[src/lsu_pkg.sv]
package lsu_pkg;

    // memory operations issued by the execute side
    typedef enum logic [3:0] {
        op_none  = 4'd0,
        op_ld_b  = 4'd1,
        op_ld_bu = 4'd2,
        op_ld_h  = 4'd3,
        op_ld_hu = 4'd4,
        op_ld_w  = 4'd5,
        op_st_b  = 4'd6,
        op_st_h  = 4'd7,
        op_st_w  = 4'd8,
        op_ll    = 4'd9,
        op_sc    = 4'd10
    } lsu_op_e;

    // exception code, pil in the top bit down to adem in bit 0
    typedef logic [5:0] excp_code_t;

    localparam int EXCP_PIL  = 5;
    localparam int EXCP_PIS  = 4;
    localparam int EXCP_PPI  = 3;
    localparam int EXCP_PME  = 2;
    localparam int EXCP_TLBR = 1;
    localparam int EXCP_ADEM = 0;

    // one direct map window
    typedef struct packed {
        logic       plv0;
        logic       plv3;
        logic [2:0] vseg;
    } dmw_t;

    typedef struct packed {
        logic [1:0] plv;
        logic       da;
        logic       pg;
        dmw_t       dmw0;
        dmw_t       dmw1;
    } csr_mode_t;

    typedef struct packed {
        logic       found;
        logic       v;
        logic       d;
        logic [1:0] plv;
    } tlb_result_t;

    // what the align stage needs to finish an access
    typedef struct packed {
        logic       valid;
        lsu_op_e    op;
        logic [1:0] offset;
        logic [4:0] waddr;
        logic       wreg;
        logic       excp;
        excp_code_t code;
        logic       sc_ok;
    } lane_info_t;

endpackage

[src/load_align_stage.sv]
`timescale 1ns/1ps

module load_align_stage (
    input  logic                clk,
    input  logic                rst_i,
    input  lsu_pkg::lane_info_t info_i,
    input  logic [31:0]         rdata_i,
    output logic                wb_valid_o,
    output logic                wb_we_o,
    output logic [4:0]          wb_waddr_o,
    output logic [31:0]         wb_wdata_o,
    output logic                excp_o,
    output lsu_pkg::excp_code_t excp_code_o
);
    import lsu_pkg::*;

    lane_info_t  info_q;
    logic [7:0]  byte_data;
    logic [15:0] half_data;
    logic [31:0] result;

    // line up with the registered RAM read
    always_ff @(posedge clk) begin
        if (rst_i) begin
            info_q <= '0;
        end else begin
            info_q <= info_i;
        end
    end

    always_comb begin
        case (info_q.offset)
            2'd0: byte_data = rdata_i[31:24];
            2'd1: byte_data = rdata_i[23:16];
            2'd2: byte_data = rdata_i[15:8];
            default: byte_data = rdata_i[7:0];
        endcase
        half_data = info_q.offset[1] ? rdata_i[15:0] : rdata_i[31:16];
    end

    always_comb begin
        case (info_q.op)
            op_ld_b:         result = {{24{byte_data[7]}}, byte_data};
            op_ld_bu:        result = {24'b0, byte_data};
            op_ld_h:         result = {{16{half_data[15]}}, half_data};
            op_ld_hu:        result = {16'b0, half_data};
            op_ld_w, op_ll:  result = rdata_i;
            // sc reports success as 1 or 0
            op_sc:           result = {31'b0, info_q.sc_ok};
            default:         result = 32'b0;
        endcase
    end

    always_ff @(posedge clk) begin
        if (rst_i) begin
            wb_valid_o  <= 1'b0;
            wb_we_o     <= 1'b0;
            excp_o      <= 1'b0;
            excp_code_o <= '0;
        end else begin
            wb_valid_o  <= info_q.valid;
            wb_we_o     <= info_q.wreg;
            excp_o      <= info_q.excp;
            excp_code_o <= info_q.code;
        end
    end

    always_ff @(posedge clk) begin
        wb_waddr_o <= info_q.waddr;
        wb_wdata_o <= info_q.wreg ? result : 32'b0;
    end

    // wreg is cleared upstream on any exception
    a_no_write_on_excp: assert property (@(posedge clk) disable iff (rst_i)
        !(wb_we_o && excp_o));

endmodule

[config.mk]
export PLATFORM = sky130hd
export DESIGN_NAME = load_align_stage
export DESIGN_NICKNAME = d
export VERILOG_FILES = /design/src/lsu_pkg.sv /design/src/load_align_stage.sv
export SDC_FILE = /design/constraint.sdc
export NUM_CORES = 1
export LEC_CHECK = 0
export ABC_AREA = 1
export BUFFER_PORTS_ARGS = -buffer_cell sky130_fd_sc_hd__clkbuf_2
export CAP_MARGIN = 20
export CORE_MARGIN = 1
export CORE_UTILIZATION = 50
export DETAILED_ROUTE_END_ITERATION = 8
export PLACE_DENSITY = 0.92
export RECOVER_POWER = 25
export SETUP_SLACK_MARGIN = 0.05
export SLEW_MARGIN = 20
export SYNTH_ARGS = -nofsm -noshare
export SYNTH_HDL_FRONTEND = slang
export SYNTH_SLANG_ARGS = --single-unit
[constraint.sdc]
create_clock -name clk -period 3.6 [get_ports clk]
set_clock_uncertainty 0.2 [all_clocks]
set_input_delay 0.72 -clock clk [delete_from_list [all_inputs] [get_ports clk]]
set_output_delay 0.72 -clock clk [all_outputs]
set_load 0.005 [all_outputs]
* Word-level counts from Yosys, hierarchy flattened
Cells that the tools add are included. W data, S select, Z words.
Cells by class: equality and inequality tests 9, reductions and logical operators 2, multiplexer cells 3
Operators with widths (count):
- $pmux W32 S6 | 1
- $pmux W8 S3 | 1
- $mux W16 | 1
- $eq A4 B2 Y1 const B | 2
- $eq A4 B3 Y1 const B | 2
- $eq A4 B4 Y1 const B | 2
- $eq A4 B1 Y1 const B | 1
- $eq A2 B1 Y1 const B | 1
- $eq A2 B2 Y1 const B | 1
- $logic_not A2 Y1 | 1
- $reduce_or A2 Y1 | 1
Word-level totals: logic and storage cells 28, register bits 67

* Depth between registers and ports, before layout
depth after elaboration 3, mapped depth 8, depth with buffers taken out 8

* Least setup slack after synthesis
Ideal clock, no wire load.
path type input-to-reg, from in rdata_i[15], to reg wb_wdata_o[22], stages on the path 8, required time 3.272 ns, path slack 1.830 ns, arrival time 1.443 ns, library setup time 0.128 ns, cell sequence inv_1 nand2_1 and2_1 nand2_1 buf_4 nand2_1 nor2_1 nor2_1
On the way: cells in the longest elaborated chain, start to end 2, elaborated cells between the ends (all ways) 3, classes of those cells mux: 3
Ends and longest elaborated chain:
- start: declaration | RTL line load_align_stage.sv:7 | input logic [31:0] rdata_i,
- $pmux W8 S3 / $mux W16 (equally long branches) | RTL line load_align_stage.sv:32, load_align_stage.sv:38
- $pmux W32 S6 * | RTL line load_align_stage.sv:42 | case (info_q.op)
- end signal: assignment | RTL line load_align_stage.sv:70 | wb_wdata_o <= info_q.wreg ? result : 32'b0;
- end: declaration | RTL line load_align_stage.sv:11 | output logic [31:0] wb_wdata_o,
Every way passes the cells marked *; elsewhere a longest branch is shown, timed or not. A chain may end at the register's enable or synchronous reset.

* Worst setup path in the final report
from reg info_q[16] in the netlist's numbering, to reg wb_wdata_o[8]
On the way: cells in the longest elaborated chain, start to end 3, elaborated cells between the ends (all ways) 9, classes of those cells eq/ne: 7; mux: 1; reduce/logical: 1
Ends and longest elaborated chain:
- start: declaration | RTL line load_align_stage.sv:17 | lane_info_t info_q;
- start signal: assignment | RTL line load_align_stage.sv:27 | info_q <= info_i;
- $eq A4 B3 Y1 / $eq A4 B4 Y1 (equally long branches) | RTL line load_align_stage.sv:42
- $reduce_or A2 Y1 | RTL line load_align_stage.sv:42
- $pmux W32 S6 * | RTL line load_align_stage.sv:42
Marked as above.

==> flow_summary_export.csv <==
group,metric,value,unit
flow_run,max-cap-violations,0,
worst_setup_path,r2r-start,"info_q[16]",
routing,routed_via_density,4.88,
timing,clock.fmax,443,MHz
pwr,p_total,1630,µW
floorplan,core.rowCount,26,
floorplan,initial_core_util,0.530,
timing,period_minus_slack,2.26,ns
synthesis,ys_types,15,
cts,holdBufCountCts,0,
timing,tightest_slew,1.15,ns
timing,holdWs,0.129,ns
synthesis,synthCells,415,
pwr,p_leak,0.00195,µW
worst_setup_path,reg2reg_to,"wb_wdata_o[8]",
pwr,power.density,473,nW/µm²
floorplan,core_area,5200,µm²
hold_path,hold_depth,0,
cells_and_area,diodes,0,
place,io_buffers,100,
synthesis,syn_area,2760,µm²
cts,cts_max_path_buffers,2,
global_route,grt_pass1_vias,2782,
routing,num_vias,2836,
cts,clk_latency,0.34,ns
timing,setup_violations,0,
status,outcome,"completed",
global_route,grt_pass1_wl,11200,µm
timing,slew_viol_final,0,
cts,path_clk_slew,0.07,ns
routing,dr.pass1.iters,4,
cts,tritoncts,"yes",
hold_path,min_to,"wb_waddr_o[2]",
timing,min_period_over_period,0.628,
cts,cts_setup_buffers,0,
floorplan,die_w,76.3,µm
place,place_congestion,0.851,
cts,htree_levels,3,
floorplan,die_y,76.3,µm
worst_setup_path,worst-path-stages,6,
worst_setup_path,reg2regPathDepth,6,
routing,highest_layer,"met4",
synthesis,ys_warn_count,0,
synthesis,syn-num-nets,470,
timing,fin_setup_tns,0,ns
synthesis,synth_seq_area_share,0.487,
worst_setup_path,crit_family,"simple AND/OR/NAND/NOR gates",
timing,rsz0062_at_grt,"false",
cts,cts_resized,0,
routing,drt_iter0_markers,175,
cells_and_area,drive_above_1_share,0.231,
routing,wl,6660,µm
worst_setup_path,endpoint_kind,"flip-flop",
global_route,track_usage,0.244,
worst_setup_path,cp_data_required_time,3.66,ns
global_route,antenna_found_initial,0,
worst_setup_path,crit_top_cell,"nor2_1",
worst_setup_path,critPathMaxFanout,33,
worst_setup_path,cp_cell_sequence,"inv_2, nor2_4, nand2_1, a21oi_4, nor2_1, nor2_1",
routing,drtAntennaViolNets,0,
routing,route.met2.wl,3180,µm
floorplan,die_area,5810,µm²
worst_setup_path,crit_type,"reg2reg",
cells_and_area,layout.nets,562,
synthesis,synth-seq-cells,67,
global_route,grt_max_degree,34,
worst_setup_path,arrival,2.32,ns
cells_and_area,final_common_cell,"nor2_1",
cts,clock_sinks,67,
floorplan,pin_count,101,
timing,relSlewSlack,0.236,
worst_setup_path,path_buf_inv,1,
worst_setup_path,setup.worst_path.start_class,"flip-flop",
routing,wl_met3,612,µm
place,hpwl,4720,µm
worst_setup_path,reg2reg_slack,1.34,ns
worst_setup_path,cp_slowest_cell,"nor2_4",
cells_and_area,area_growth,25.3,%
cells_and_area,layout_common_cells,"nor2_1 (128), nand2_1 (106), clkbuf_2 (99)",
timing,hold_violations,0,
cts,cts_made_buffers,9,
worst_setup_path,slowest_delay,0.55,ns
hold_path,hold_class,"reg2reg",
routing,drc_errors,0,
pwr,vdd_drop_max,0.000319,V
routing,wl_met1,2700,µm
global_route,overflow,0,
cells_and_area,final_util,0.664,
hold_path,min_from,"info_q[11]",
routing,routedWlPerCell,11.5,µm
synthesis,syn_avg_cell_area,6.64,µm²
cts,cts_root_buf,"clkbuf_8",
sequential cells by signal (all words and copies together), names as in the netlist:
register     count
excp_code_o      6
excp_o           1
info_q          21
wb_valid_o       1
wb_waddr_o       5
wb_wdata_o      32
wb_we_o          1
stage by stage:
step,setup slack [ns],std cells,cell area (µm²)
after CTS,1.36,581,3460
after global routing,1.14,581,3450
final,1.34,581,3450
after global placement,1.45,566,3250
after detailed placement,1.38,566,3250
after floorplan,1.83,415,2760
Yosys cell counts (all sizes together):
| cell type | n | area (µm²) |
|---|---|---|
| nor2 | 129 | 492 |
| o21ai | 1 | 5.00 |
| clkbuf | 7 | 26.3 |
| and2 | 1 | 6.26 |
| nand2 | 106 | 398 |
| a21oi | 6 | 41.3 |
| dfxtp | 67 | 1340 |
| inv | 44 | 165 |
| nand3 | 41 | 205 |
| buf | 13 | 76.3 |
routing by layer:
layer | global-route usage | up-vias
met3 | 0.0671 | 15
li1 | - | 1421
met1 | 0.260 | 1277
met4 | 0.144 | 0
met2 | 0.430 | 123
met5 | 0 | -
power breakdown:
| part | switching, µW | internal, µW |
|---|---|---|
| clock | 282 | 385 |
| combinational | 117 | 70.4 |
| sequential | 10.4 | 770 |
layout make-up:
class / count / area, µm²
Clock buffer: 10 / 128
Clock inverter: 5 / 78.8
Fill cell: 494 / 1750
Inverter: 44 / 165
Multi-Input combinational cell: 284 / 1150
Sequential cell: 67 / 1340
Tap cell: 70 / 87.6
Timing Repair Buffer: 101 / 507
kinds of logic after synthesis:
kind of cell | count (synthesis) | synth area share
and+or+nand+nor | 277 | 0.399
DFF | 67 | 0.487
buffers and inverters | 64 | 0.0971
AOI/OAI and AO/OA | 7 | 0.0168
worst max path at each step:
stage	slack, ns	from	endpoint
global placement	1.45	info_q[16]	wb_wdata_o[11]
CTS	1.36	info_q[16]	wb_wdata_o[8]
global route	1.14	info_q[16]	wb_wdata_o[23]
floorplan	1.83	rdata_i[15]	wb_wdata_o[22]
finish	1.34	info_q[16]	wb_wdata_o[8]
detailed placement	1.38	info_q[16]	wb_wdata_o[8]
No activity file was read; power rests on OpenSTA's default activity.
