### config.mk
export PLATFORM = sky130hd
export DESIGN_NAME = mem_access_stage_flat
export DESIGN_NICKNAME = d
export VERILOG_FILES = /design/src/lsu_pkg.sv /design/src/mem_req_if.sv /design/src/mem_access_stage.sv /design/src/flat_wrapper.sv
export SDC_FILE = /design/constraint.sdc
export NUM_CORES = 1
export LEC_CHECK = 0
export ABC_AREA = 0
export BUFFER_PORTS_ARGS = -buffer_cell sky130_fd_sc_hd__buf_2
export CORE_MARGIN = 2
export CORE_UTILIZATION = 41
export CTS_CLUSTER_DIAMETER = 200
export DETAILED_ROUTE_END_ITERATION = 16
export GPL_TIMING_DRIVEN = 1
export PLACE_DENSITY_LB_ADDON = 0.08
export RECOVER_POWER = 25
export SLEW_MARGIN = 20
export SYNTH_ARGS = -nofsm -noshare
export SYNTH_HDL_FRONTEND = slang
export SYNTH_SLANG_ARGS = --single-unit
export TNS_END_PERCENT = 5
### constraint.sdc
create_clock -name clk -period 3.5 [get_ports clk]
set_clock_uncertainty 0.2 [all_clocks]
set_input_delay 1.05 -clock clk [delete_from_list [all_inputs] [get_ports clk]]
set_output_delay 1.05 -clock clk [all_outputs]
set_load 0.02 [all_outputs]
### src/lsu_pkg.sv
package lsu_pkg;

    // memory operations issued by the execute side
    typedef enum logic [3:0] {
        op_none  = 4'd0,
        op_ld_b  = 4'd1,
        op_ld_bu = 4'd2,
        op_ld_h  = 4'd3,
        op_ld_hu = 4'd4,
        op_ld_w  = 4'd5,
        op_st_b  = 4'd6,
        op_st_h  = 4'd7,
        op_st_w  = 4'd8,
        op_ll    = 4'd9,
        op_sc    = 4'd10
    } lsu_op_e;

    // exception code, pil in the top bit down to adem in bit 0
    typedef logic [5:0] excp_code_t;

    localparam int EXCP_PIL  = 5;
    localparam int EXCP_PIS  = 4;
    localparam int EXCP_PPI  = 3;
    localparam int EXCP_PME  = 2;
    localparam int EXCP_TLBR = 1;
    localparam int EXCP_ADEM = 0;

    // one direct map window
    typedef struct packed {
        logic       plv0;
        logic       plv3;
        logic [2:0] vseg;
    } dmw_t;

    typedef struct packed {
        logic [1:0] plv;
        logic       da;
        logic       pg;
        dmw_t       dmw0;
        dmw_t       dmw1;
    } csr_mode_t;

    typedef struct packed {
        logic       found;
        logic       v;
        logic       d;
        logic [1:0] plv;
    } tlb_result_t;

    // what the align stage needs to finish an access
    typedef struct packed {
        logic       valid;
        lsu_op_e    op;
        logic [1:0] offset;
        logic [4:0] waddr;
        logic       wreg;
        logic       excp;
        excp_code_t code;
        logic       sc_ok;
    } lane_info_t;

endpackage

### src/mem_req_if.sv
`timescale 1ns/1ps

interface mem_req_if #(
    parameter int ADDR_W = 8
);

    logic              ce;
    logic              we;
    logic [3:0]        sel;
    logic [ADDR_W-1:0] addr;
    logic [31:0]       wdata;

    // access stage side
    modport requester (
        output ce,
        output we,
        output sel,
        output addr,
        output wdata
    );

    // data ram side
    modport memory (
        input ce,
        input we,
        input sel,
        input addr,
        input wdata
    );

endinterface

### src/mem_access_stage.sv
`timescale 1ns/1ps

module mem_access_stage #(
    parameter int ADDR_W = 8
) (
    input  logic                 clk,
    input  logic                 rst_i,
    input  logic                 valid_i,
    input  lsu_pkg::lsu_op_e     op_i,
    input  logic [31:0]          addr_i,
    input  logic [31:0]          reg2_i,
    input  logic [4:0]           waddr_i,
    input  lsu_pkg::csr_mode_t   csr_i,
    input  lsu_pkg::tlb_result_t tlb_i,
    mem_req_if.requester         req,
    output lsu_pkg::lane_info_t  info_o
);
    import lsu_pkg::*;

    logic        is_load;
    logic        is_store;
    logic        is_half;
    logic        is_word;
    logic        access;
    logic [1:0]  offset;
    logic [3:0]  sel;
    logic [31:0] wdata;
    logic        trans_en;
    excp_code_t  code;
    logic        excp;
    logic        link_q;
    logic        sc_pass;
    logic        ce_d;
    lane_info_t  info_d;

    function automatic logic dmw_hit(input dmw_t dmw, input logic [1:0] plv,
                                     input logic [2:0] vseg);
        return ((dmw.plv0 && plv == 2'd0) || (dmw.plv3 && plv == 2'd3)) && (vseg == dmw.vseg);
    endfunction

    always_comb begin
        is_load  = 1'b0;
        is_store = 1'b0;
        is_half  = 1'b0;
        is_word  = 1'b0;
        case (op_i)
            op_ld_b, op_ld_bu: begin
                is_load = 1'b1;
            end
            op_ld_h, op_ld_hu: begin
                is_load = 1'b1;
                is_half = 1'b1;
            end
            op_ld_w, op_ll: begin
                is_load = 1'b1;
                is_word = 1'b1;
            end
            op_st_b: begin
                is_store = 1'b1;
            end
            op_st_h: begin
                is_store = 1'b1;
                is_half  = 1'b1;
            end
            op_st_w, op_sc: begin
                is_store = 1'b1;
                is_word  = 1'b1;
            end
            default: begin
            end
        endcase
    end

    assign access = valid_i && (is_load || is_store);
    assign offset = addr_i[1:0];

    // offset 0 lives in lane 3
    always_comb begin
        if (is_word) begin
            sel   = 4'b1111;
            wdata = reg2_i;
        end else if (is_half) begin
            sel   = offset[1] ? 4'b0011 : 4'b1100;
            wdata = {2{reg2_i[15:0]}};
        end else begin
            sel   = 4'b1000 >> offset;
            wdata = {4{reg2_i[7:0]}};
        end
    end

    // translate only in paging mode outside both windows
    assign trans_en = csr_i.pg && !csr_i.da
                      && !dmw_hit(csr_i.dmw0, csr_i.plv, addr_i[31:29])
                      && !dmw_hit(csr_i.dmw1, csr_i.plv, addr_i[31:29]);

    always_comb begin
        code            = '0;
        code[EXCP_ADEM] = access && ((is_half && offset[0]) || (is_word && offset != 2'b00));
        code[EXCP_TLBR] = access && trans_en && !tlb_i.found;
        code[EXCP_PIL]  = access && trans_en && is_load && !tlb_i.v;
        code[EXCP_PIS]  = access && trans_en && is_store && !tlb_i.v;
        code[EXCP_PPI]  = access && trans_en && tlb_i.v && (csr_i.plv > tlb_i.plv);
        code[EXCP_PME]  = access && trans_en && is_store && tlb_i.v
                          && (csr_i.plv <= tlb_i.plv) && !tlb_i.d;
    end

    assign excp    = |code;
    assign sc_pass = access && !excp && (op_i == op_sc) && link_q;
    // an sc without the link bit never reaches the RAM
    assign ce_d    = access && !excp && ((op_i != op_sc) || link_q);

    always_comb begin
        info_d        = '0;
        info_d.valid  = access;
        info_d.op     = op_i;
        info_d.offset = offset;
        info_d.waddr  = waddr_i;
        info_d.wreg   = access && !excp && (is_load || op_i == op_sc);
        info_d.excp   = excp;
        info_d.code   = code;
        info_d.sc_ok  = sc_pass;
    end

    always_ff @(posedge clk) begin
        if (rst_i) begin
            req.ce  <= 1'b0;
            req.we  <= 1'b0;
            req.sel <= 4'b0000;
            info_o  <= '0;
            link_q  <= 1'b0;
        end else begin
            req.ce  <= ce_d;
            req.we  <= ce_d && is_store;
            req.sel <= ce_d ? sel : 4'b0000;
            info_o  <= info_d;
            if (access && !excp && op_i == op_ll) begin
                link_q <= 1'b1;
            end else if (sc_pass) begin
                link_q <= 1'b0;
            end
        end
    end

    always_ff @(posedge clk) begin
        req.addr  <= addr_i[ADDR_W+1:2];
        req.wdata <= wdata;
    end

    a_sel_nonzero: assert property (@(posedge clk) disable iff (rst_i)
        req.ce |-> req.sel != 4'b0000);

    a_sc_ok_only_sc: assert property (@(posedge clk) disable iff (rst_i)
        info_o.sc_ok |-> info_o.op == op_sc);

endmodule

### src/flat_wrapper.sv
// flat-port wrapper written by rule: the top's interface ports become plain ports
module mem_access_stage_flat import lsu_pkg::*;
#(
    parameter int ADDR_W = 8
)
  (clk, rst_i, valid_i, op_i, addr_i, reg2_i, waddr_i, csr_i, tlb_i, info_o, req_ce, req_we, req_sel, req_addr, req_wdata);
  mem_req_if #(.ADDR_W(ADDR_W)) req_i ();
  input  logic clk;
  input  logic rst_i;
  input  logic valid_i;
  input  lsu_pkg::lsu_op_e op_i;
  input  logic [31:0] addr_i;
  input  logic [31:0] reg2_i;
  input  logic [4:0] waddr_i;
  input  lsu_pkg::csr_mode_t csr_i;
  input  lsu_pkg::tlb_result_t tlb_i;
  output lsu_pkg::lane_info_t info_o;
  output wire logic [$bits(req_i.ce)-1:0] req_ce;
  output wire logic [$bits(req_i.we)-1:0] req_we;
  output wire logic [$bits(req_i.sel)-1:0] req_sel;
  output wire logic [$bits(req_i.addr)-1:0] req_addr;
  output wire logic [$bits(req_i.wdata)-1:0] req_wdata;
  assign req_ce = req_i.ce;
  assign req_we = req_i.we;
  assign req_sel = req_i.sel;
  assign req_addr = req_i.addr;
  assign req_wdata = req_i.wdata;
  mem_access_stage #(.ADDR_W(ADDR_W)) u_core (.clk(clk), .rst_i(rst_i), .valid_i(valid_i), .op_i(op_i), .addr_i(addr_i), .reg2_i(reg2_i), .waddr_i(waddr_i), .csr_i(csr_i), .tlb_i(tlb_i), .req(req_i), .info_o(info_o));
endmodule
# Yosys cells after proc, flatten, opt, wreduce, memory -nomap -nowiden
# Cells that the tools add are included.
# classes
magnitude_cmp	2
eq_ne	14
shifts	1
n_mux	11
bitwise	1
n_reduce_logical	53
# op_table
operator	n
32-bit two-way mux	2
1-bit logical AND	31
4-bit by 3-bit == test with 1-bit output (second input constant)	4
4-bit == test (second input constant)	3
4-bit two-way mux	3
6-bit OR reduction	2
4-bit by 2-bit == test with 1-bit output (second input constant)	2
4-bit OR reduction	2
1-bit zero test	7
3-bit == test	2
1-bit logical OR	6
1-bit two-way mux	6
4-bit by 1-bit == test with 1-bit output (second input constant)	1
4-bit inequality test (second input constant)	1
2-bit nonzero test	2
4-bit by 2-bit right shift with 4-bit output (first input constant)	1
3-bit OR reduction	1
2-bit == test (second input constant)	1
2-bit greater-than comparator	1
2-bit less-or-equal comparator	1
2-bit zero test	1
2-bit OR reduction	1
1-bit NOT	1
# totals
ff_bits	68
wordCells	96

# Depth between registers and ports, before layout
# Gate-level depths: netlist (run 1).
# logic_depth
depth_word	19
ltp_mapped	7

# Worst setup path before layout (run 1)
# No wires, ideal clock.
# synth_path
path_kind	input to register
start	in tlb_i[1] (netlist name)
end	reg u_core.req.sel[2]
arrival_ps	2646
t_required_ps	3214
setup_slack_ps	568
path_stages	7
path_buffers	0
cell_sequence	inv_1 -> ha_1 -> nor2b_1 -> a2bb2oi_1 -> o32a_1 -> a2111o_1 -> a211oi_1
# synth_via
elab_chain_len	9
word_cells_on_any_way	11
cone_classes	order compare (2); bitwise (1); reduce/logical (8)
# synth_lines
element	line	text
from (decl)	flat_wrapper.sv:16	input lsu_pkg::tlb_result_t tlb_i;
2-bit less-or-equal comparator	mem_access_stage.sv:104	&& (csr_i.plv <= tlb_i.plv) && !tlb_i.d;
1-bit logical AND (2 in series)	mem_access_stage.sv:104	
6-bit OR reduction *	mem_access_stage.sv:107	assign excp = |code;
1-bit zero test *	mem_access_stage.sv:110	assign ce_d = access && !excp && ((op_i != op_sc) || link_q);
1-bit logical AND * (2 in series)	mem_access_stage.sv:110	
1-bit NOT (no line) *	--	
2-bit OR reduction (no line) *	--	
to (decl)	mem_req_if.sv:17	output sel,
# Mark *: on every way between the ends. The rest lies on a longest branch, timed or not.
# A chain may end at the register's enable or synchronous reset.

# Final worst setup path (run 1)
# layout_path
start	in csr_i[13] (netlist name)
end	reg u_core.req.sel[1]
# layout_via
elab_chain_len	18
word_cells_on_any_way	33
cone_classes	order compare (2); eq/ne (1); bitwise (1); reduce/logical (29)
# layout_lines
element	line	text
from (decl)	flat_wrapper.sv:15	input lsu_pkg::csr_mode_t csr_i;
2-bit == test or 2-bit zero test (tied branches)	mem_access_stage.sv:38	return ((dmw.plv0 && plv == 2'd0) || (dmw.plv3 && plv == 2'd3)) && (vseg == dmw.vseg);
1-bit logical AND	mem_access_stage.sv:38	
1-bit logical OR	mem_access_stage.sv:38	
1-bit logical AND	mem_access_stage.sv:38	
1-bit zero test	mem_access_stage.sv:93	&& !dmw_hit(csr_i.dmw0, csr_i.plv, addr_i[31:29])
1-bit logical AND	mem_access_stage.sv:93	
1-bit logical AND	mem_access_stage.sv:94	&& !dmw_hit(csr_i.dmw1, csr_i.plv, addr_i[31:29]);
1-bit logical AND	--	
1-bit logical AND	mem_access_stage.sv:101, mem_access_stage.sv:103	
1-bit logical AND	mem_access_stage.sv:103	code[EXCP_PME] = access && trans_en && is_store && tlb_i.v
1-bit logical AND (2 in series)	mem_access_stage.sv:104	
6-bit OR reduction *	mem_access_stage.sv:107	
1-bit zero test *	mem_access_stage.sv:110	
1-bit logical AND * (2 in series)	mem_access_stage.sv:110	
1-bit NOT (no line) *	--	
2-bit OR reduction (no line) *	--	
# Marked as above.

==> impl_metrics.ini, run 1 <==
[flow_run]
cap_violations = 0

[global_route]
antenna_found_initial = 0
grt_overflow_total = 0
grt_pass1_vias = 2017
grt_max_degree = 25
grt_pass1_wl_um = 8859
grt_use_total_pct = 18.20

[timing]
setup_tns_ps = 0
layout_min_cycle_time_ps = 2911
final_hold_viol_count = 0
setup_viol = 0
timing.final.ws_setup_ps = 589.2
timing.fmax_ghz = 0.3436
whs_ps = 267.3
slew_headroom_pct = 56.53
rsz0062_at_grt = no
tightest_slew_ps = 652.1
maxSlewViolCount = 0
fin_crit_sh_pct = 83.16

[synth]
synth_ff_type = dfxtp_1
synth_area_mm2 = 0.002379
synth_edf_count = 0
ys_warn_count = 0
synth-seq-cells = 68
ys_seq_area_share_pct = 57.23
synth_fp_nets = 313
synth_area_per_cell_um2 = 11.01
netlist_instances = 216
synthArstFlopShare_pct = 0
ys_types = 36

[floorplan]
die_w_um = 80.17
initial_core_util_pct = 42.93
dieArea_mm2 = 0.006426
core_area_mm2 = 0.005540
die_y_um = 80.17
io_pins = 162
rows = 27

[routing]
drt_iter0_drc = 72
first_pass_iters = 5
vias = 2066
wl_per_cell_um = 12.45
ant_nets = 0
drcViolationCount = 0
vias_per_cell = 4.695
drt_wl_total_um = 5478

[power_and_ir_drop]
p_leak_nw = 1.600
ir_drop_v = 0.0002944
power_density_mw_per_mm2 = 536.2

[min_path]
hold_path.class = flop to flop

[clock_tree]
postCtsResizedCells = 0
h-tree-depth = 3
cts_made_buffers = 9
cts-root-buf = clkbuf_8
cts_setup_buffers = 0
clockBufferDepth = 2
clkTransAtPathRegs_ps = 80
insertion_delay_ps = 350
clkSinkCount = 68
holdBufCountCts = 0
cts_tree = built

[final_layout]
area_growth_pct = 42.19
diodes = 0
multiInputGateArea_um2 = 967.2
nets = 461
drive_above_1_share_pct = 45.92
n_fill_cell = 480
ff_latch_area_mm2 = 0.001361
design_area_mm2 = 0.003382
final_util_pct = 61.04

[setup_path]
cp_data_arrival_time_ps = 2960
crit_required_ps = 3550
criticalPathCategory = input pin to flop
critPathMaxFanout = 8
end_kind = flop
cp-start-kind = input pin

[place]
dpl.hpwl_um = 4124
dp_worst_setup_slack_ps = 251.4
dpl-instance-area_mm2 = 0.003187
finalWeightedCongestion = 0.7716
port_buffers = 142

[run_status]
status = completed
==> state kept, by name, indices dropped and copies added, names as in the netlist <==
signal	flops
u_core.req.wdata	32
u_core.req.we	1
u_core.req.ce	1
u_core.link_q	1
u_core.req.sel	4
u_core.req.addr	8
u_core.info_o	21
==> cell families (layout without fill, tap and decap cells) <==
family / count (synthesis) / in the layout / synth area share, %
mux: 24 / 24 / 10.94
fa+ha+maj: 2 / 2 / 1.052
simple gates: 64 / 64 / 14.83
compound gates: 37 / 37 / 10.99
buf+inv: 14 / 166 / 2.367
flops: 68 / 68 / 57.23
xor+xnor: 7 / 7 / 2.578
==> worst max-delay path, stage by stage <==
cell       delay (ps)
buf_2             120
ha_1              300
nor2b_1           140
a2bb2oi_1         150
o32a_1            390
a2111o_1          560
a211oi_1          240
==> layer usage <==
layer  vias to the layer above  routed length (um)  share of wire, %  track usage, %
li1                       1043                   -                 -               -
met1                       924                2265                41           20.23
met2                        91                2565                47           29.25
met3                         8                 560                10           7.865
met4                         0                  87               1.6           9.831
met5                         -                   0                 0               0
==> area by class of cell <==
| class | count | share of cell area (%) |
|---|---|---|
| Sequential cell | 68 | 40.25 |
| Clock buffer | 9 | 3.663 |
| Tap cell | 72 | 2.664 |
| Inverter | 6 | 0.6659 |
| Timing Repair Buffer | 145 | 21.53 |
| Multi-Input combinational cell | 134 | 28.60 |
| Clock inverter | 6 | 2.627 |
==> worst paths after layout <==
kind	start	depth (start not counted)	slack [ps]	to
setup / recovery	csr_i[13]	7	590	u_core.req.sel[1]$_SDFF_PP0_
hold / removal	u_core.link_q$_SDFFE_PP0P_	2	270	u_core.info_o[0]$_SDFF_PP0_
setup reg to reg	u_core.link_q$_SDFFE_PP0P_	2	2280	u_core.req.sel[1]$_SDFF_PP0_
hold reg to reg	u_core.link_q$_SDFFE_PP0P_	2	270	u_core.info_o[0]$_SDFF_PP0_
==> cells in the final DEF (no fill, tap or decap), types with 2 or more instances in the layout <==
master	Yosys	final
buf_2	3	128
dfxtp_1	68	68
nor2_1	21	20
mux2_2	16	16
a21oi_1	15	14
clkbuf_1	5	14
nor2b_1	12	12
clkbuf_8	0	9
mux2i_1	8	8
nand2_1	7	7
xor2_1	7	7
inv_1	6	6
nand2b_1	6	6
a211oi_1	4	4
or3b_1	3	3
nor4_1	3	3
nor3_1	3	3
nor3b_1	2	2
nand3b_1	2	2
nand3_1	2	2
a2111oi_2	2	2
a21o_1	2	2
o2bb2ai_1	2	2
o21bai_1	2	2
o21ai_0	2	2
ha_1	2	2
clkinvlp_4	0	2
bufinv_16	0	2
buf_4	0	2
==> per-stage QoR <==
step	instances	total power, mW
after floorplan	216	1.016
after global placement	425	1.135
after detailed placement	425	1.138
after CTS	440	1.833
after global routing	440	1.898
final	440	1.813
==> power breakdown <==
| part | switching [mW] | internal, mW | total (mW) |
|---|---|---|---|
| clock | 0.299 | 0.398 | 0.697 |
| combinational | 0.165 | 0.118 | 0.282 |
| sequential | 0.0104 | 0.824 | 0.834 |
| total | 0.474 | 1.34 | 1.81 |
==> Yosys cell counts, types with 3 or more instances <==
master    count  area (um^2)
xor2_1        7        61.31
nor2_1       21        78.83
clkbuf_1      5        18.77
nand2b_1      6        37.54
a21oi_1      15        75.07
mux2i_1       8        80.08
buf_2         3        15.01
or3b_1        3        26.28
nor2b_1      12        75.07
inv_1         6        22.52
a211oi_1      4        30.03
nor4_1        3        18.77
mux2_2       16        180.2
nand2_1       7        26.28
nor3_1        3        15.01
dfxtp_1      68         1361
No activity file was read; power rests on OpenSTA's default activity.
==> run 2, diff against run 1 <==
--- a/config.mk
+++ b/config.mk
@@ -5,7 +5,7 @@
 export SDC_FILE = /design/constraint.sdc
 export NUM_CORES = 1
 export LEC_CHECK = 0
-export ABC_AREA = 0
+export ABC_AREA = 1
 export BUFFER_PORTS_ARGS = -buffer_cell sky130_fd_sc_hd__buf_2
 export CORE_MARGIN = 2
 export CORE_UTILIZATION = 41
==> constraint.sdc (replaced) <==
create_clock -name clk -period 2.8 [get_ports clk]
set_clock_uncertainty 0.2 [all_clocks]
set_input_delay 0.84 -clock clk [delete_from_list [all_inputs] [get_ports clk]]
set_output_delay 0.84 -clock clk [all_outputs]
set_load 0.02 [all_outputs]
==> run 2 against run 1 <==
Clock-buffer cell count increased by 4. Register-to-register slack got worse by 600 ps. Die area increased by 0.20%. Power increased by 22%. Setup slack got worse by 48 ps. Sequential share of layout area increased by 0.22 points. Sequential power increased by 26%. Utilization decreased by 0.71 points. Via count increased by 8.3%. Critical path type unchanged. Critical endpoint is now u_core.req.ce$_SDFF_PP0_.
==> impl_metrics.ini, run 2 <==
[global_route]
grt_pass1_wl_um = 8556
grt_max_degree = 45
antenna_found_initial = 0
grt_use_total_pct = 17.56
grt_overflow_total = 0
grt_pass1_vias = 2014

[setup_path]
cp_top_family = simple AND/OR/NAND/NOR gates
criticalPathCategory = input pin to flop
crit_chain = buf_2, inv_2, nor2_1, nand2_1, nand2_2, o21bai_4, nor2_1, o2111ai_2, nand4_4, inv_1
cp_num_buf_inv = 3
cp_common_cell = nor2_1
critPathMaxFanout = 6
crit_required_ps = 2820
cp_data_arrival_time_ps = 2280
end_kind = flop
slowest_delay_ps = 280
cp-start-kind = input pin
cp_slowest_cell = o2111ai_2

[synth]
synth_top_family_by_area = simple AND/OR/NAND/NOR gates
synth_top_cell_area_share_pct = 57.11
ys_warn_count = 0
synth_common_cells = nand2_1, dfxtp_1, inv_1, nor2_1, o21ai_0
yosysTopAreaCell = dfxtp_1
synthSimpleGateAreaFrac_pct = 23.88
ys_types = 24
synth_ff_type = dfxtp_1
synth_most_common_cell = nand2_1
synthTopCellsByArea = dfxtp_1, nand2_1, inv_1, nor2_1, o21ai_0
synth-xor-area-share_pct = 1.470
synth_fp_nets = 383
synth-adder-area-share_pct = 1.050
synthMuxAreaShare_pct = 0
synth_area_mm2 = 0.002384
synth_compound_area_share_pct = 9.081
ys_seq_area_share_pct = 57.11
netlist_instances = 286
synth_edf_count = 0
synth-seq-cells = 68
synthArstFlopShare_pct = 0
synth_area_per_cell_um2 = 8.334

[timing]
setup_viol = 0
rsz0062_at_grt = no
slew_headroom_pct = 36.49
timing.fmax_ghz = 0.4426
maxSlewViolCount = 0
fin_crit_sh_pct = 80.69
final_hold_viol_count = 0
layout_min_cycle_time_ps = 2259
tightest_slew_ps = 952.6
setup_tns_ps = 0

[routing]
drt_iter0_drc = 83
vias_per_cell = 4.380
wl_per_cell_um = 10.85
vias = 2238
ant_nets = 0
first_pass_iters = 4
drt_wl_total_um = 5542
drcViolationCount = 0

[final_layout]
area_growth_pct = 41.10
reg_top3 = u_core.req.wdata x32, u_core.info_o x21, u_core.req.addr x8
drive_above_1_share_pct = 39.64
diodes = 0
final_common_cell = buf_2
nets = 531
largest_register_ffs = 32
n_fill_cell = 527
top_register = u_core.req.wdata
multiInputGateArea_um2 = 838.3
design_area_mm2 = 0.003363
ff_latch_area_mm2 = 0.001361
final_cell_mix = buf_2, nand2_1, dfxtp_1

[power_and_ir_drop]
seqPwrFrac_pct = 47.4
p_sw_mw = 0.5878
p_int_mw = 1.627
power_density_mw_per_mm2 = 658.5
p_leak_nw = 1.825
power_frac_comb_pct = 16.2
switching_share_pct = 26.54
clockPowerShare_pct = 36.4
ir_drop_v = 0.0003711

[flow_run]
cap_violations = 0

[clock_tree]
cts_tree = built
cts_setup_buffers = 0
h-tree-depth = 3
clkTransAtPathRegs_ps = 70
cts-root-buf = clkbuf_8
clkSinkCount = 68
holdBufCountCts = 0
postCtsResizedCells = 0
insertion_delay_ps = 330
cts_made_buffers = 9
clockBufferDepth = 2

[floorplan]
io_pins = 162
rows = 27
die_w_um = 80.25
dieArea_mm2 = 0.006439
die_y_um = 80.25
core_area_mm2 = 0.005574
initial_core_util_pct = 42.76

[place]
port_buffers = 142
dpl.hpwl_um = 4262
finalWeightedCongestion = 0.8559
dpl-instance-area_mm2 = 0.003173

[run_status]
status = completed

[min_path]
hold_path.class = flop to flop
[run 2: area by class of cell]
type,instances,share of cell area [%]
repair buffers,144,21.39
multi-input cells,171,24.93
well taps,72,2.679
clock buffers,13,4.725
flip-flops and latches,68,40.48
inverters,40,4.464
clock inverters,3,1.339
[run 2: worst paths after layout]
| kind | from | to | slack (ps) | depth (start not counted) |
|---|---|---|---|---|
| worst max-delay path | op_i[2] | u_core.req.ce$_SDFF_PP0_ | 540 | 10 |
| worst max register to register | u_core.link_q$_SDFFE_PP0P_ | u_core.req.sel[0]$_SDFF_PP0_ | 1680 | 6 |
| worst min register to register | u_core.link_q$_SDFFE_PP0P_ | u_core.info_o[0]$_SDFF_PP0_ | 340 | 4 |
| worst min-delay path | u_core.link_q$_SDFFE_PP0P_ | u_core.info_o[0]$_SDFF_PP0_ | 340 | 4 |
[run 2: tightest hold or removal path: stages, from the launching register on]
cell     delay [ps]
dfxtp_1         310
inv_1            60
nor2_1           50
inv_1            40
nor2_1           40
[run 2: cell families after synthesis]
family          count (synthesis)
fa+ha+maj                       2
simple gates                  127
xor+xnor                        4
compound gates                 38
buf+inv                        47
flops                          68
[run 2: per-layer routing]
layer	track usage [%]	routed length, um
met1	18.55	2403
met2	31.25	2633
met3	6.292	456
met4	7.627	49
met5	0	0
[run 2: per-stage QoR]
step,instances,worst slack (ps),hold WS (ps),util (%),total power [mW]
after CTS,511,607.9,330.9,60.58,2.249
after global placement,495,273.5,306.6,56.92,1.431
after floorplan,286,534.8,291.4,-,1.286
final,511,540.8,344.7,60.34,2.215
after global routing,511,350.3,380.4,60.34,2.328
after detailed placement,495,255.9,325.5,56.92,1.437
[run 2: power groups by stage]
stage	Combinational, mW	Clock [mW]	Sequential, mW
after floorplan	0.123	0	1.16
after global placement	0.361	0	1.07
after detailed placement	0.365	0	1.07
after CTS	0.366	0.832	1.05
after global routing	0.399	0.874	1.06
final	0.360	0.805	1.05
==> run 3, diff against run 2 <==
--- a/config.mk
+++ b/config.mk
@@ -5,7 +5,7 @@
 export SDC_FILE = /design/constraint.sdc
 export NUM_CORES = 1
 export LEC_CHECK = 0
-export ABC_AREA = 1
+export ABC_AREA = 0
 export BUFFER_PORTS_ARGS = -buffer_cell sky130_fd_sc_hd__buf_2
 export CORE_MARGIN = 2
 export CORE_UTILIZATION = 41
==> constraint.sdc (replaced) <==
create_clock -name clk -period 2.1 [get_ports clk]
set_clock_uncertainty 0.2 [all_clocks]
set_input_delay 0.63 -clock clk [delete_from_list [all_inputs] [get_ports clk]]
set_output_delay 0.63 -clock clk [all_outputs]
set_load 0.02 [all_outputs]
==> run 3 against run 2 <==
The run now ends with setup timing left. Register-to-register slack lost 660 ps. Routed wire length up 9.5%. Via count shrank 1.1%. Sequential share of layout area fell by 4.1 points. Cell count decreased by 6.8%. Critical endpoint is now u_core.req.sel[3]$_SDFF_PP0_. Largest power group unchanged. Highest routed layer unchanged.
==> impl_metrics.ini, run 3 (synthesis gave the netlist of run 1 again) <==
[final_layout]
final_util_pct = 67.50
nets = 496
n_fill_cell = 488
final_cell_mix = buf_2, dfxtp_1, buf_4
diodes = 0
multiInputGateArea_mm2 = 0.001072
area_growth_pct = 57.23
drive_above_1_share_pct = 53.96
largest_register_ffs = 32
fin_cells = 476
reg_top3 = u_core.req.wdata x32, u_core.info_o x21, u_core.req.addr x8
top_register = u_core.req.wdata
ff_latch_area_mm2 = 0.001361
final_common_cell = buf_2

[floorplan]
rows = 27
initial_core_util_pct = 42.93
die_y_um = 80.17
die_w_um = 80.17
core_area_mm2 = 0.005540
dieArea_mm2 = 0.006426
io_pins = 162

[global_route]
grt_pass1_wl_um = 9190
grt_use_met3_pct = 7.079
grt_pass1_vias = 2071
grt_overflow_total = 0
use_met1_pct = 21.78
grt_max_degree = 28
antenna_found_initial = 0
met2_usage_pct = 31.08
grt_use_total_pct = 18.65
top_usage_layer = met2

[setup_path]
cp_num_buf_inv = 1
crit_required_ps = 2150
slowest_delay_ps = 590
cp-start-kind = input pin
cp_slowest_cell = a2111o_2
criticalPathCategory = input pin to flop
cp_data_arrival_time_ps = 2400
critPathMaxFanout = 8
end_kind = flop
cp_top_family = compound AO/OA/AOI/OAI gates
crit_chain = buf_4, or3b_4, a2111oi_4, nor4_4, a2111o_2, a211oi_2

[run_status]
violations = setup timing
status = finished with violations

[routing]
ant_nets = 0
first_pass_iters = 4
drt_iter0_drc = 34
drt_wl_total_um = 6069
drcViolationCount = 0
wl_per_cell_um = 12.75
vias = 2213
vias_per_cell = 4.649

[place]
post-place-cells = 460
dpl.hpwl_um = 4597
port_buffers = 142
finalWeightedCongestion = 0.8502

[timing]
maxSlewViolCount = 0
timing.fmax_ghz = 0.4270
slew_headroom_pct = 52.27
tightest_slew_ps = 714.2
whs_ps = 187.8
rsz0062_at_grt = yes
setup_tns_ps = -1961
fin_crit_sh_pct = 111.5
final_hold_viol_count = 0
layout_min_cycle_time_ps = 2342
setup_viol = 12
timing.final.ws_setup_ps = -242.1

[flow_run]
cap_violations = 0

[clock_tree]
clkTransAtPathRegs_ps = 80
cts_setup_buffers = 0
clkSinkCount = 68
clockBufferDepth = 2
cts_made_buffers = 9
insertion_delay_ps = 330
holdBufCountCts = 0
h-tree-depth = 3
cts-root-buf = clkbuf_8
cts_tree = built

[power_and_ir_drop]
p_int_mw = 2.174
power_density_mw_per_mm2 = 800.5
ir_drop_v = 0.0005907
total_power_mw = 2.994
power_frac_comb_pct = 18.5
seqPwrFrac_pct = 46.5
switching_share_pct = 27.39
clockPowerShare_pct = 35.0
p_sw_mw = 0.8200
p_leak_nw = 1.779

[min_path]
hold_path.class = input pin to flop
[run 3: cell types whose count changed in the layout (fill, tap and decap cells not counted), sizes merged, moves of 4 or more]
cell	previous run	this run
buf	139	167
mux2	0	16
a211oi	0	4
xnor2	4	0
xor2	0	7
o21ai	20	2
clkbuf	18	23
inv	40	7
nand3	9	2
nand2	77	7
nor2	35	21
nand2b	0	6
mux2i	0	8
nor2b	0	12
[run 3: metrics by stage]
step,instance area [um^2],setup WS [ps]
5_1_grt,3740,-291.9
4_1_cts,3710,-252.3
2_1_floorplan,2379,-355.8
6_report,3740,-242.1
3_5_place_dp,3437,-614.9
3_3_place_gp,3437,-583.3
[run 3: timing repair]
action                                  4_1_cts  5_1_grt
pin swaps                                     9        6
resized for setup                            17       10
endpoints found under the setup margin       19       12
[run 3: power groups by stage]
stage / combinational (mW) / sequential (mW) / clock [mW]
2_1_floorplan: 0.161 / 1.53 / 0
3_3_place_gp: 0.523 / 1.42 / 0
6_report: 0.555 / 1.39 / 1.05
4_1_cts: 0.550 / 1.39 / 1.07
3_5_place_dp: 0.528 / 1.42 / 0
5_1_grt: 0.599 / 1.40 / 1.14
[run 3: cell type report]
class                   count  share of cell area [%]
flip-flops and latches     68                   36.40
multi-input cells         134                   28.67
repair buffers            180                   26.73
clock buffers              10                   3.412
well taps                  72                   2.409
clock inverters             6                   1.706
inverters                   6                  0.6691
[run 3: path summary, 6_finish.rpt]
check / slack (ps) / from / cells past startpoint / endpoint
setup / recovery: -240 / csr_i[12] / 6 / u_core.req.sel[3]$_SDFF_PP0_
hold reg to reg: 290 / u_core.link_q$_SDFFE_PP0P_ / 2 / u_core.info_o[0]$_SDFF_PP0_
hold / removal: 190 / addr_i[6] / 1 / u_core.req.addr[4]$_DFF_P_
setup reg to reg: 1020 / u_core.link_q$_SDFFE_PP0P_ / 3 / u_core.req.sel[3]$_SDFF_PP0_
[run 3: per-layer routing]
metal | wire length (um) | up-vias | share of wire (%)
met5 | 0 | - | 0
met4 | 73 | 0 | 1.2
li1 | - | 1114 | -
met3 | 487 | 9 | 8.0
met1 | 2515 | 1002 | 41
met2 | 2992 | 88 | 49
[run 3: worst reg2reg max path, stage by stage, from the launching register on]
cell and delay, ps:
dfxtp_1 390, nor2b_1 60, buf_4 160, a211oi_2 180
